[src/verilog/slicer_cfg.svh]
// slicer configuration
// fruit count, raster limits and the fixed colors of blade and fruits

`ifndef SLICER_CFG_SVH
`define SLICER_CFG_SVH

// ------------------------------------------------------------
// object counts
// ------------------------------------------------------------

`define NUM_FRUITS 3        // fruit slots, 1 to 8 supported

// ------------------------------------------------------------
// raster limits
// ------------------------------------------------------------

`define SCREEN_W 640        // visible pixels per line
`define SCREEN_H 480        // visible lines per frame

// ------------------------------------------------------------
// blade color
// ------------------------------------------------------------

`define CURSOR_RED   8'hff  // orange blade
`define CURSOR_GREEN 8'h55
`define CURSOR_BLUE  8'h00

// ------------------------------------------------------------
// fruit colors, slots above 2 reuse these cyclically
// ------------------------------------------------------------

`define FRUIT_RED_0   8'hff // fruit 0, pink
`define FRUIT_GREEN_0 8'h6f
`define FRUIT_BLUE_0  8'h6f

`define FRUIT_RED_1   8'h00 // fruit 1, cyan
`define FRUIT_GREEN_1 8'hff
`define FRUIT_BLUE_1  8'hff

`define FRUIT_RED_2   8'h94 // fruit 2, purple
`define FRUIT_GREEN_2 8'h3e
`define FRUIT_BLUE_2  8'ha2

`endif

[src/verilog/slicerPkg.sv]
// slicer types
// width typedefs and the disk hit test shared by blade and fruit logic

`default_nettype none

package slicerPkg;

    typedef logic [9:0]  coordT;    // pixel or object position
    typedef logic [9:0]  radiusT;   // object radius
    typedef logic [7:0]  colorT;    // one color channel
    typedef logic [9:0]  scoreT;    // score, wraps at 1024
    typedef logic [21:0] distSqT;   // squared distance, sum of two squares

    // ------------------------------------------------------------
    // point inside disk: dx^2 + dy^2 <= r^2
    // ------------------------------------------------------------
    function automatic logic inDisk(
        input coordT  px,
        input coordT  py,
        input coordT  cx,
        input coordT  cy,
        input radiusT r
    );
        coordT  dx;   // |px - cx|
        coordT  dy;   // |py - cy|
        distSqT dSq;  // squared distance
        distSqT rSq;  // squared radius
        dx  = (px >= cx) ? px - cx : cx - px;  // unsigned abs diff
        dy  = (py >= cy) ? py - cy : cy - py;
        dSq = distSqT'(dx) * distSqT'(dx) + distSqT'(dy) * distSqT'(dy);
        rSq = distSqT'(r) * distSqT'(r);
        return dSq <= rSq;
    endfunction

endpackage

`default_nettype wire

[src/verilog/cursorProbe.sv]
// blade probe
// tests each pixel against the blade disk and registers hit and play level

`default_nettype none

module cursorProbe import slicerPkg::*;
(
    input  logic   Clk,
    input  logic   resetf0,
    input  logic   throwFruit,   // play level, sampled with the pixel
    input  coordT  DrawX,
    input  coordT  DrawY,
    input  coordT  BallX,        // blade center
    input  coordT  BallY,
    input  radiusT BallSize,     // blade radius
    output logic   bladeOn,      // stage 1, blade covers pixel during play
    output logic   playOn        // stage 1, play level of that pixel
);

    logic bladeHit;  // raw disk test, stage 0

    // ------------------------------------------------------------
    // stage 0 hit test
    // ------------------------------------------------------------

    assign bladeHit = inDisk(DrawX, DrawY, BallX, BallY, BallSize);

    // ------------------------------------------------------------
    // stage 1 registers
    // ------------------------------------------------------------

    always_ff @(posedge Clk)
    begin
        if (resetf0)
        begin
            bladeOn <= 1'b0;
            playOn  <= 1'b0;
        end
        else
        begin
            bladeOn <= bladeHit & throwFruit;  // blade only counts in play
            playOn  <= throwFruit;             // follows its pixel
        end
    end

endmodule

`default_nettype wire

[src/verilog/fruitSlot.sv]
// fruit slot
// one fruit's hit test, its sliced flag and the one-cycle slice pulse

`default_nettype none

module fruitSlot import slicerPkg::*;
(
    input  logic   Clk,
    input  logic   resetf0,
    input  logic   bladeOn,      // stage 1 blade hit
    input  logic   playOn,       // stage 1 play level
    input  logic   offstage,     // fruit left the stage, clears sliced
    input  coordT  DrawX,
    input  coordT  DrawY,
    input  coordT  fruitX,       // fruit center
    input  coordT  fruitY,
    input  radiusT fruitSize,    // fruit radius
    output logic   fruitShown,   // stage 1, fruit paints this pixel
    output logic   slicePulse,   // one cycle, fruit just became sliced
    output logic   sliced        // fruit is cut
);

    logic fruitHit;   // raw disk test, stage 0
    logic fruitHitQ;  // stage 1 disk hit
    logic cut;        // blade and fruit on same pixel

    // ------------------------------------------------------------
    // stage 0 hit test
    // ------------------------------------------------------------

    assign fruitHit = inDisk(DrawX, DrawY, fruitX, fruitY, fruitSize);

    always_ff @(posedge Clk)
    begin
        if (resetf0)
        begin
            fruitHitQ <= 1'b0;
        end
        else
        begin
            fruitHitQ <= fruitHit;  // aligned with bladeOn
        end
    end

    // ------------------------------------------------------------
    // stage 1 cut and visibility
    // ------------------------------------------------------------

    assign cut = fruitHitQ & bladeOn;  // bladeOn already carries play

    // hidden once sliced, and the blade draws over it
    assign fruitShown = fruitHitQ & playOn & ~sliced & ~bladeOn;

    // ------------------------------------------------------------
    // sliced flag and pulse
    // ------------------------------------------------------------

    always_ff @(posedge Clk)
    begin
        if (resetf0)
        begin
            sliced     <= 1'b0;
            slicePulse <= 1'b0;
        end
        else
        begin
            if (offstage)
            begin
                sliced <= 1'b0;  // leaving the stage wins over a cut
            end
            else if (cut)
            begin
                sliced <= 1'b1;
            end
            slicePulse <= cut & ~sliced & ~offstage;  // first cut only
        end
    end

    // a blade seen outside play would cut with the game stopped
    cutNeedsPlay: assert property (
        @(posedge Clk) disable iff (resetf0)
        bladeOn |-> playOn
    );

endmodule

`default_nettype wire

[src/verilog/sceneMixer.sv]
// scene mixer
// picks blade, fruit or background color per pixel and keeps the score

`default_nettype none

`include "slicer_cfg.svh"

module sceneMixer import slicerPkg::*;
(
    input  logic                   Clk,
    input  logic                   resetf0,
    input  logic                   bladeOn,     // stage 1 blade hit
    input  logic [`NUM_FRUITS-1:0] fruitShown,  // stage 1 visible fruit per slot
    input  logic [`NUM_FRUITS-1:0] slicePulse,  // new slices this cycle
    input  colorT                  BkgRed,      // background, stage 0
    input  colorT                  BkgGreen,
    input  colorT                  BkgBlue,
    output colorT                  Red,         // pixel color, stage 2
    output colorT                  Green,
    output colorT                  Blue,
    output scoreT                  score
);

    // fruit palette, indexed by slot modulo 3
    localparam colorT fruitRedTab   [3] = '{`FRUIT_RED_0, `FRUIT_RED_1, `FRUIT_RED_2};
    localparam colorT fruitGreenTab [3] = '{`FRUIT_GREEN_0, `FRUIT_GREEN_1, `FRUIT_GREEN_2};
    localparam colorT fruitBlueTab  [3] = '{`FRUIT_BLUE_0, `FRUIT_BLUE_1, `FRUIT_BLUE_2};

    colorT bkgRedD;    // background aligned to stage 1
    colorT bkgGreenD;
    colorT bkgBlueD;
    colorT nextRed;    // selected color, stage 1
    colorT nextGreen;
    colorT nextBlue;
    scoreT scoreReg;   // slices counted before this cycle
    logic  anyPulse;   // at least one fruit sliced

    // ------------------------------------------------------------
    // background delay
    // ------------------------------------------------------------

    always_ff @(posedge Clk)
    begin
        bkgRedD   <= BkgRed;
        bkgGreenD <= BkgGreen;
        bkgBlueD  <= BkgBlue;
    end

    // ------------------------------------------------------------
    // color priority: blade, lowest visible fruit, background
    // ------------------------------------------------------------

    always_comb
    begin
        nextRed   = bkgRedD;
        nextGreen = bkgGreenD;
        nextBlue  = bkgBlueD;
        for (int i = `NUM_FRUITS - 1; i >= 0; i--)  // lower slot overrides
        begin
            if (fruitShown[i])
            begin
                nextRed   = fruitRedTab[i % 3];
                nextGreen = fruitGreenTab[i % 3];
                nextBlue  = fruitBlueTab[i % 3];
            end
        end
        if (bladeOn)
        begin
            nextRed   = `CURSOR_RED;  // blade on top
            nextGreen = `CURSOR_GREEN;
            nextBlue  = `CURSOR_BLUE;
        end
    end

    always_ff @(posedge Clk)
    begin
        if (resetf0)
        begin
            Red   <= '0;
            Green <= '0;
            Blue  <= '0;
        end
        else
        begin
            Red   <= nextRed;
            Green <= nextGreen;
            Blue  <= nextBlue;
        end
    end

    // ------------------------------------------------------------
    // score
    // ------------------------------------------------------------

    assign anyPulse = |slicePulse;

    always_ff @(posedge Clk)
    begin
        if (resetf0)
        begin
            scoreReg <= '0;
        end
        else
        begin
            scoreReg <= scoreReg + scoreT'(anyPulse);  // wraps at 1024
        end
    end

    // pulse folded in so the new score shows on the slicing edge
    assign score = scoreReg + scoreT'(anyPulse);

    // a held pulse would score one slice twice
    pulseSingleCycle: assert property (
        @(posedge Clk) disable iff (resetf0)
        (slicePulse & $past(slicePulse)) == '0
    );

endmodule

`default_nettype wire

[src/verilog/sliceTop.sv]
// slicer top level
// blade probe, one slot per fruit and the color mixer, two-stage pipeline

`default_nettype none

`include "slicer_cfg.svh"

module sliceTop import slicerPkg::*;
(
    input  logic                   Clk,
    input  logic                   resetf0,
    input  coordT                  DrawX,                    // current pixel
    input  coordT                  DrawY,
    input  coordT                  BallX,                    // blade
    input  coordT                  BallY,
    input  radiusT                 BallSize,
    input  coordT                  fruitX    [`NUM_FRUITS],  // fruits
    input  coordT                  fruitY    [`NUM_FRUITS],
    input  radiusT                 fruitSize [`NUM_FRUITS],
    input  logic [`NUM_FRUITS-1:0] offstage,
    input  logic                   throwFruit,               // play level
    input  colorT                  BkgRed,                   // background pixel
    input  colorT                  BkgGreen,
    input  colorT                  BkgBlue,
    output colorT                  Red,
    output colorT                  Green,
    output colorT                  Blue,
    output scoreT                  score,
    output logic [`NUM_FRUITS-1:0] sliced
);

    logic                   bladeOn;     // stage 1 blade hit
    logic                   playOn;      // stage 1 play level
    logic [`NUM_FRUITS-1:0] fruitShown;  // per slot visibility
    logic [`NUM_FRUITS-1:0] slicePulse;  // per slot new slice

    // ------------------------------------------------------------
    // blade
    // ------------------------------------------------------------

    cursorProbe cursorProbe_inst (
        .Clk        (Clk),
        .resetf0    (resetf0),
        .throwFruit (throwFruit),
        .DrawX      (DrawX),
        .DrawY      (DrawY),
        .BallX      (BallX),
        .BallY      (BallY),
        .BallSize   (BallSize),
        .bladeOn    (bladeOn),
        .playOn     (playOn)
    );

    // ------------------------------------------------------------
    // fruit slots
    // ------------------------------------------------------------

    for (genvar i = 0; i < `NUM_FRUITS; i++)
    begin : gSlot
        fruitSlot fruitSlot_inst (
            .Clk        (Clk),
            .resetf0    (resetf0),
            .bladeOn    (bladeOn),
            .playOn     (playOn),
            .offstage   (offstage[i]),
            .DrawX      (DrawX),
            .DrawY      (DrawY),
            .fruitX     (fruitX[i]),
            .fruitY     (fruitY[i]),
            .fruitSize  (fruitSize[i]),
            .fruitShown (fruitShown[i]),
            .slicePulse (slicePulse[i]),
            .sliced     (sliced[i])
        );
    end

    // ------------------------------------------------------------
    // mixer
    // ------------------------------------------------------------

    sceneMixer sceneMixer_inst (
        .Clk        (Clk),
        .resetf0    (resetf0),
        .bladeOn    (bladeOn),
        .fruitShown (fruitShown),
        .slicePulse (slicePulse),
        .BkgRed     (BkgRed),
        .BkgGreen   (BkgGreen),
        .BkgBlue    (BkgBlue),
        .Red        (Red),
        .Green      (Green),
        .Blue       (Blue),
        .score      (score)
    );

    // background and hit tests assume the scan stays on the visible raster
    pixelOnRaster: assert property (
        @(posedge Clk) disable iff (resetf0)
        (DrawX < `SCREEN_W) && (DrawY < `SCREEN_H)
    );

endmodule

`default_nettype wire

[config.mk]
export PLATFORM = sky130hd
export DESIGN_NAME = sliceTop
export DESIGN_NICKNAME = d
export VERILOG_FILES = /design/src/verilog/slicerPkg.sv /design/src/verilog/cursorProbe.sv /design/src/verilog/fruitSlot.sv /design/src/verilog/sceneMixer.sv /design/src/verilog/sliceTop.sv
export VERILOG_INCLUDE_DIRS = /design/src /design/src/verilog
export SDC_FILE = /design/constraint.sdc
export NUM_CORES = 2
export LEC_CHECK = 0
export ABC_AREA = 1
export BUFFER_PORTS_ARGS = -buffer_cell sky130_fd_sc_hd__buf_2
export CAP_MARGIN = 20
export CORE_ASPECT_RATIO = 0.7
export CORE_MARGIN = 10
export CORE_UTILIZATION = 55
export DETAILED_ROUTE_END_ITERATION = 8
export MAX_ROUTING_LAYER = met4
export PLACE_DENSITY = 0.71
export SYNTH_ARGS = -nofsm -noshare
export SYNTH_HDL_FRONTEND = slang
export SYNTH_SLANG_ARGS = --single-unit
export TNS_END_PERCENT = 100
[constraint.sdc]
create_clock -name Clk -period 33.1 [get_ports Clk]
set_clock_uncertainty 0.2 [all_clocks]
set_input_delay 9.93 -clock Clk [delete_from_list [all_inputs] [get_ports Clk]]
set_output_delay 9.93 -clock Clk [all_outputs]
set_load 0.05 [all_outputs]
Word level (Yosys, flattened, before mapping)
Cells that the tools add are included.

storage, ports and cells
  register bits after elaboration = 69
  bits in latches = 0
  bits in writable memories = 0
  ROM bits = 0
  input port bits = 170
  output and inout port bits = 37
  memories = 0

cells by class
  $add $sub $neg = 21
  multipliers = 12
  divide/modulo/power cells = 0
  $lt $le $gt $ge = 12
  equality and inequality tests = 0
  shift operators = 0
  mux-type cells = 19
  bitwise logic cells = 26
  reductions and logical operators = 6

operator list
  operator          count
  $mul A10 B10 Y20  12
  $sub A10 B10 Y10  16
  $le A22 B20 Y1    4
  $add A20 B20 Y21  4
  $ge A10 B10 Y1    8
  $mux W10          8
  $mux W8           8
  $mux W7           3
  $and A1 B1 Y1     19
  $add A10 B1 Y10   1
  $reduce_or A2 Y1  4
  $not A1 Y1        7
  $reduce_or A3 Y1  2

Logic depth before layout (Yosys ltp)
  depth in word-level cells = 7
  gate-level depth with buffers = 48
  mapped depth without buffers = 46

Cells and area by module
From an unflattened synthesis, not the netlist that was laid out.

unflattened totals
  cell total of the unflattened synthesis = 6218
  area, all modules = 47105.2 um2

by module, submodules not included
  module                                instances  cells an instance  area an instance (um2)  sequential area each (um2)
  cursorProbe                           1          1569               11437.2                 40.0
  fruitSlot at gSlot[2].fruitSlot_inst  1          1497               11365.9                 60.1
  fruitSlot at gSlot[1].fruitSlot_inst  1          1481               11292.1                 60.1
  fruitSlot at gSlot[0].fruitSlot_inst  1          1484               11257.0                 60.1
  sceneMixer                            1          187                1752.9                  1161.1

Worst setup path after synthesis
OpenSTA, ideal clock, no wires.

  path kind = input port to flip-flop
  start = input DrawX[0]
  end = register gSlot[1].fruitSlot_inst.fruitHitQ
  setup time = 64 ps
  data arrival time = 17282 ps
  required time = 32836 ps
  setup slack = 15554 ps
  stages = 43
  path through = inv_1 > ha_1 > inv_1 > fa_1 > nand3_1 > nand4_2 > buf_6 > nand2_1 > o21ai_2 > buf_4 > inv_1 > nand2_1 > fa_1 > inv_1 > fa_1 > inv_1 > fa_1 > inv_1 > (+7 left out) > inv_1 > o21ai_0 > nand3_1 > nand2_1 > xor2_1 > ha_1 > nand2_1 > o21bai_1 > nand2_1 > a21oi_1 > nand2_1 > nand2_1 > nand2_1 > nand2_1 > nand2_1 > nand2_1 > nand2_1 > nor2_1

on the way
  longest elaborated chain between the ends = 5
  elaborated cells between the ends (all ways) = 7
  classes of those cells = add/sub (3); mul (1); order compare (2); mux (1)

ends and longest elaborated chain
  element                                             line             source
  from (decl)                                         sliceTop.sv:12   input coordT DrawX,
  $sub A10 B10 Y10 or $ge A10 B10 Y1 (tied branches)  slicerPkg.sv:28  dx = (px >= cx) ? px - cx : cx - px;
  $mux W10 *                                          slicerPkg.sv:28
  $mul A10 B10 Y20 *                                  slicerPkg.sv:30  dSq = distSqT'(dx) * distSqT'(dx) + distSqT'(dy) * distSqT'(dy);
  $add A20 B20 Y21 *                                  slicerPkg.sv:30
  $le A22 B20 Y1 *                                    slicerPkg.sv:32  return dSq <= rSq;
  to (signal assigned)                                fruitSlot.sv:41  fruitHitQ <= fruitHit;
  to (decl)                                           fruitSlot.sv:24  logic fruitHitQ;

Every way passes the cells marked *; elsewhere a longest branch is shown, timed or not.
A chain may end at the register's enable or synchronous reset.

Worst setup path in the final report
  start = input DrawY[0]
  end = register gSlot[2].fruitSlot_inst.fruitHitQ

on the way
  longest elaborated chain between the ends = 5
  elaborated cells between the ends (all ways) = 7
  classes of those cells = add/sub (3); mul (1); order compare (2); mux (1)

ends and longest elaborated chain
  element                                             line             source
  from (decl)                                         sliceTop.sv:13   input coordT DrawY,
  $sub A10 B10 Y10 or $ge A10 B10 Y1 (tied branches)  slicerPkg.sv:29  dy = (py >= cy) ? py - cy : cy - py;
  $mux W10 *                                          slicerPkg.sv:29
  $mul A10 B10 Y20 *                                  slicerPkg.sv:30
  $add A20 B20 Y21 *                                  slicerPkg.sv:30
  $le A22 B20 Y1 *                                    slicerPkg.sv:32
  to (signal assigned)                                fruitSlot.sv:41
  to (decl)                                           fruitSlot.sv:24

Marks and branches as above.

==> out/results.txt <==
The tools report the startpoint kind of the worst setup timing path as an input pin. The pre-antenna-repair detailed-routing pass consisted of 6 iterations. The worst path meets setup with 13.53 ns of slack. The run finished with clean final reports.

In this run, synthesis produced a sequential element count of 69. The routed layout has 38,000 vias. The critical path in this run is classified as input pin to flop. The clock transition at the registers of the reported paths was 0.10 ns; the number of buffers inserted for hold repair after clock tree synthesis was 0. After technology mapping, the gate count stands at 6,067. Ratio of cells with drive above 1 in the final layout: 6.71%.

The run gives 0 as the warning count from the yosys run. The clock period could shrink to 19.57 ns. Leaving out fill and tap cells, the most frequent cells in the layout are inv_1, nand2_1, ha_1. Setup repair after global routing left no endpoint under its margin. The average instance area after synthesis came out at 7.63 um^2. Data arrives at the worst endpoint at 19.66 ns. The number of primary I/O pins came out at 207. The slowest stage of the critical path is the ha_1 cell. The number of max-cap violations was 0. STA puts the critical path data required time at 33.19 ns. After layout, the worst path uses 59.1% of the clock period. Post-CTS timing repair inserted 0 buffers for setup. At the end of the flow, the number of nets in the layout was 7,834. Dividing the detail-routed via count by the number of cells gives 5.20. Synthesis produced a netlist with a net count of 7,732. The first global-routing pass estimated 201 mm of wire. The count of flip-flops with a built-in enable after synthesis came out at 0.

For the starting DRC count in detailed routing, the log shows 3,034. STA classifies the critical path endpoint as a flop. The share of the Yosys chip area taken by registers is 2.99%. The maximum buffer depth of the clock tree is 2, and the number of buffers added by the clock tree synthesis step is 9.

For the worst slew margin relative to its limit, the log shows 48.7%. After floorplanning, the core was divided into 88 placement rows. OpenSTA, run right after detailed placement, puts the worst setup slack at 13.21 ns.

After legalization and detailed placement, the total HPWL measured 111 mm. The initial antenna violation count was 8. Once the floorplan was initialized, standard cells occupied 55.8% of the core. The actual transition at the worst max-transition pin was 0.770 ns. The pin count of the biggest net entering global routing was 30. Summed over all instances, the cell type with the most area after synthesis is fa_1.

The biggest cell delay along the critical path works out to 0.65 ns. After synthesis, the cell types taking the most area are fa_1, ha_1, inv_1, nand2_1, nor2_1. The highest fanout seen on the critical path works out to 12. In this design, the critical path's most frequently occurring cell is nand2_1. The run gives 0 as the total of endpoints with negative setup slack in the final report. The layout-stage area growth over the synthesis result was 4.57%; the via count of the first global-routing pass was 37,900.

The clock latency on the worst-skew pair is 0.39 ns. Routability-driven placement finished with a final weighted congestion of 0.996. Global routing used 26.2% of the available tracks across all layers. The average wire per cell in the routed design is 16.8 um. The fraction of synthesized cell area taken by the top area cell type is 31.5%. The number of gates resized after CTS was 0. The number of clock sinks was 69.

After synthesis, the share of flip-flops with an asynchronous set or reset is 0%. Timing would allow up to 51.1 MHz. Cell area after synthesis: 0.0463 mm^2.

The tools report the master cell of the clock root buffer as clkbuf_16. From left edge to right edge, the die measures 367 um. The number of H-tree levels was 3.

The most common flop cell mapped by yosys is dfxtp_1. The detail route stage leaves a number of antenna-violating nets equal to 0. The count of port buffers added during placement is 206, and the die boundary height is 263 um.

Adding up every negative setup slack in the final design gives 0 ns. The distinct cell type count after synthesis came out at 55. The tools report the placeable core region as 0.0829 mm^2. The run gives 0 as the DRC violation count after routing. TritonCTS built the clock tree. The final count of pins violating max slew is 0.

The class of the tightest hold or removal check is flop to flop. Summed over all layers, the global routing overflow is 0. The count of endpoints failing hold in the final timing report is 0. Summed over all layers, the routed wires come to 123 mm.

Most frequent standard cell in the layout excluding fill and tap cells: inv_1. The run gives 0.0963 mm^2 as the overall die area.
registers in the layout, summed over array words and instances (netlist names):
| name | flops |
|---|---|
| sceneMixer_inst.scoreReg | 10 |
| sceneMixer_inst.Blue | 8 |
| sceneMixer_inst.Green | 8 |
| sceneMixer_inst.Red | 8 |
| sceneMixer_inst.bkgBlueD | 8 |
| sceneMixer_inst.bkgGreenD | 8 |
| sceneMixer_inst.bkgRedD | 8 |
| gSlot.fruitSlot_inst.fruitHitQ | 3 |
| gSlot.fruitSlot_inst.slicePulse | 3 |
| gSlot.fruitSlot_inst.sliced | 3 |
| cursorProbe_inst.bladeOn | 1 |
| cursorProbe_inst.playOn | 1 |
kinds of logic (layout without fill, tap and decap cells):
kind of cell | after synthesis | in the layout | share of synthesized area, %
xor gates and xnor gates | 275 | 275 | 5.21
DFF | 69 | 69 | 2.99
adders and majority gates | 1495 | 1495 | 52.2
buffers and inverters | 1678 | 1785 | 14.2
other | 0 | 8 | 0
and+or+nand+nor | 1925 | 1925 | 17.5
AOI/OAI and AO/OA | 625 | 625 | 7.96
cell usage after synthesis (4+ instances only):
cell type,instances
a21o_1,26
a211oi_1,6
nand4_2,6
nor4_1,4
nand2_2,41
dfxtp_1,69
inv_2,36
buf_2,24
or2_2,16
xor2_1,176
o21bai_1,44
o31ai_1,10
a21oi_1,281
nor2_1,486
fa_1,727
ha_1,768
a21boi_0,6
nand2_1,1079
inv_1,1523
o21ai_0,135
nand3_1,132
nor3_2,13
o21ai_1,37
o21ai_2,14
nor3_1,32
nand4_1,51
nand3b_1,7
buf_4,21
a31oi_1,17
o21ai_4,12
buf_6,15
o21a_1,15
xnor2_1,99
a21oi_2,10
o211ai_1,6
nor2_2,32
clkbuf_1,52
and2_1,10
path summary, 6_finish.rpt:
path | startpoint | endpoint | slack, ns | cells after the start
min | sceneMixer_inst.bkgBlueD[0]$_DFF_P_ | sceneMixer_inst.Blue[0]$_SDFF_PP0_ | 0.23 | 2
max reg2reg | cursorProbe_inst.bladeOn$_SDFF_PP0_ | sceneMixer_inst.Blue[5]$_SDFF_PP0_ | 30.48 | 7
max | DrawY[0] | gSlot[2].fruitSlot_inst.fruitHitQ$_SDFF_PP0_ | 13.53 | 40
min reg2reg | sceneMixer_inst.bkgBlueD[0]$_DFF_P_ | sceneMixer_inst.Blue[0]$_SDFF_PP0_ | 0.23 | 2
through the flow:
step	utilization (%)	hold WS, ns	area, um^2	cells
finish	58.4	0.226	48400	7307
global route	58.4	0.242	48400	7307
CTS	58.3	0.224	48400	7299
detailed placement	57.9	0.220	48000	7283
global placement	57.9	0.220	48000	7283
floorplan	-	0.215	46300	6067
critical path: cells and delay by family:
kind	cells	cell delay (ns)
adder cells (fa/ha/maj)	10	4.79
AND/OR/NAND/NOR	20	3.00
buffers and inverters	8	1.06
AO/OA/AOI/OAI	1	0.60
XOR/XNOR	1	0.24
metal layers:
| layer | share of wire [%] | vias to the layer above | global-route usage [%] |
|---|---|---|---|
| met5 | 0 | - | - |
| met4 | 2.2 | 0 | 5.44 |
| met3 | 7.3 | 86 | 3.66 |
| met2 | 42 | 1120 | 37.1 |
| met1 | 49 | 18200 | 39.3 |
| li1 | - | 18600 | - |
cell type report:
cell class                      count  area (um^2)
Multi-Input combinational cell   4320        38300
Fill cell                        7845        34500
Inverter                         1563         5880
Tap cell                         1125         1410
Sequential cell                    69         1380
Timing Repair Buffer              206         1030
Clock buffer                        9          225
Clock inverter                      7          106
Antenna cell                        8         20.0
Power is left out: the tool's default activity adds up to more than one toggle a clock period on the data nets, which glitch-free logic cannot reach.
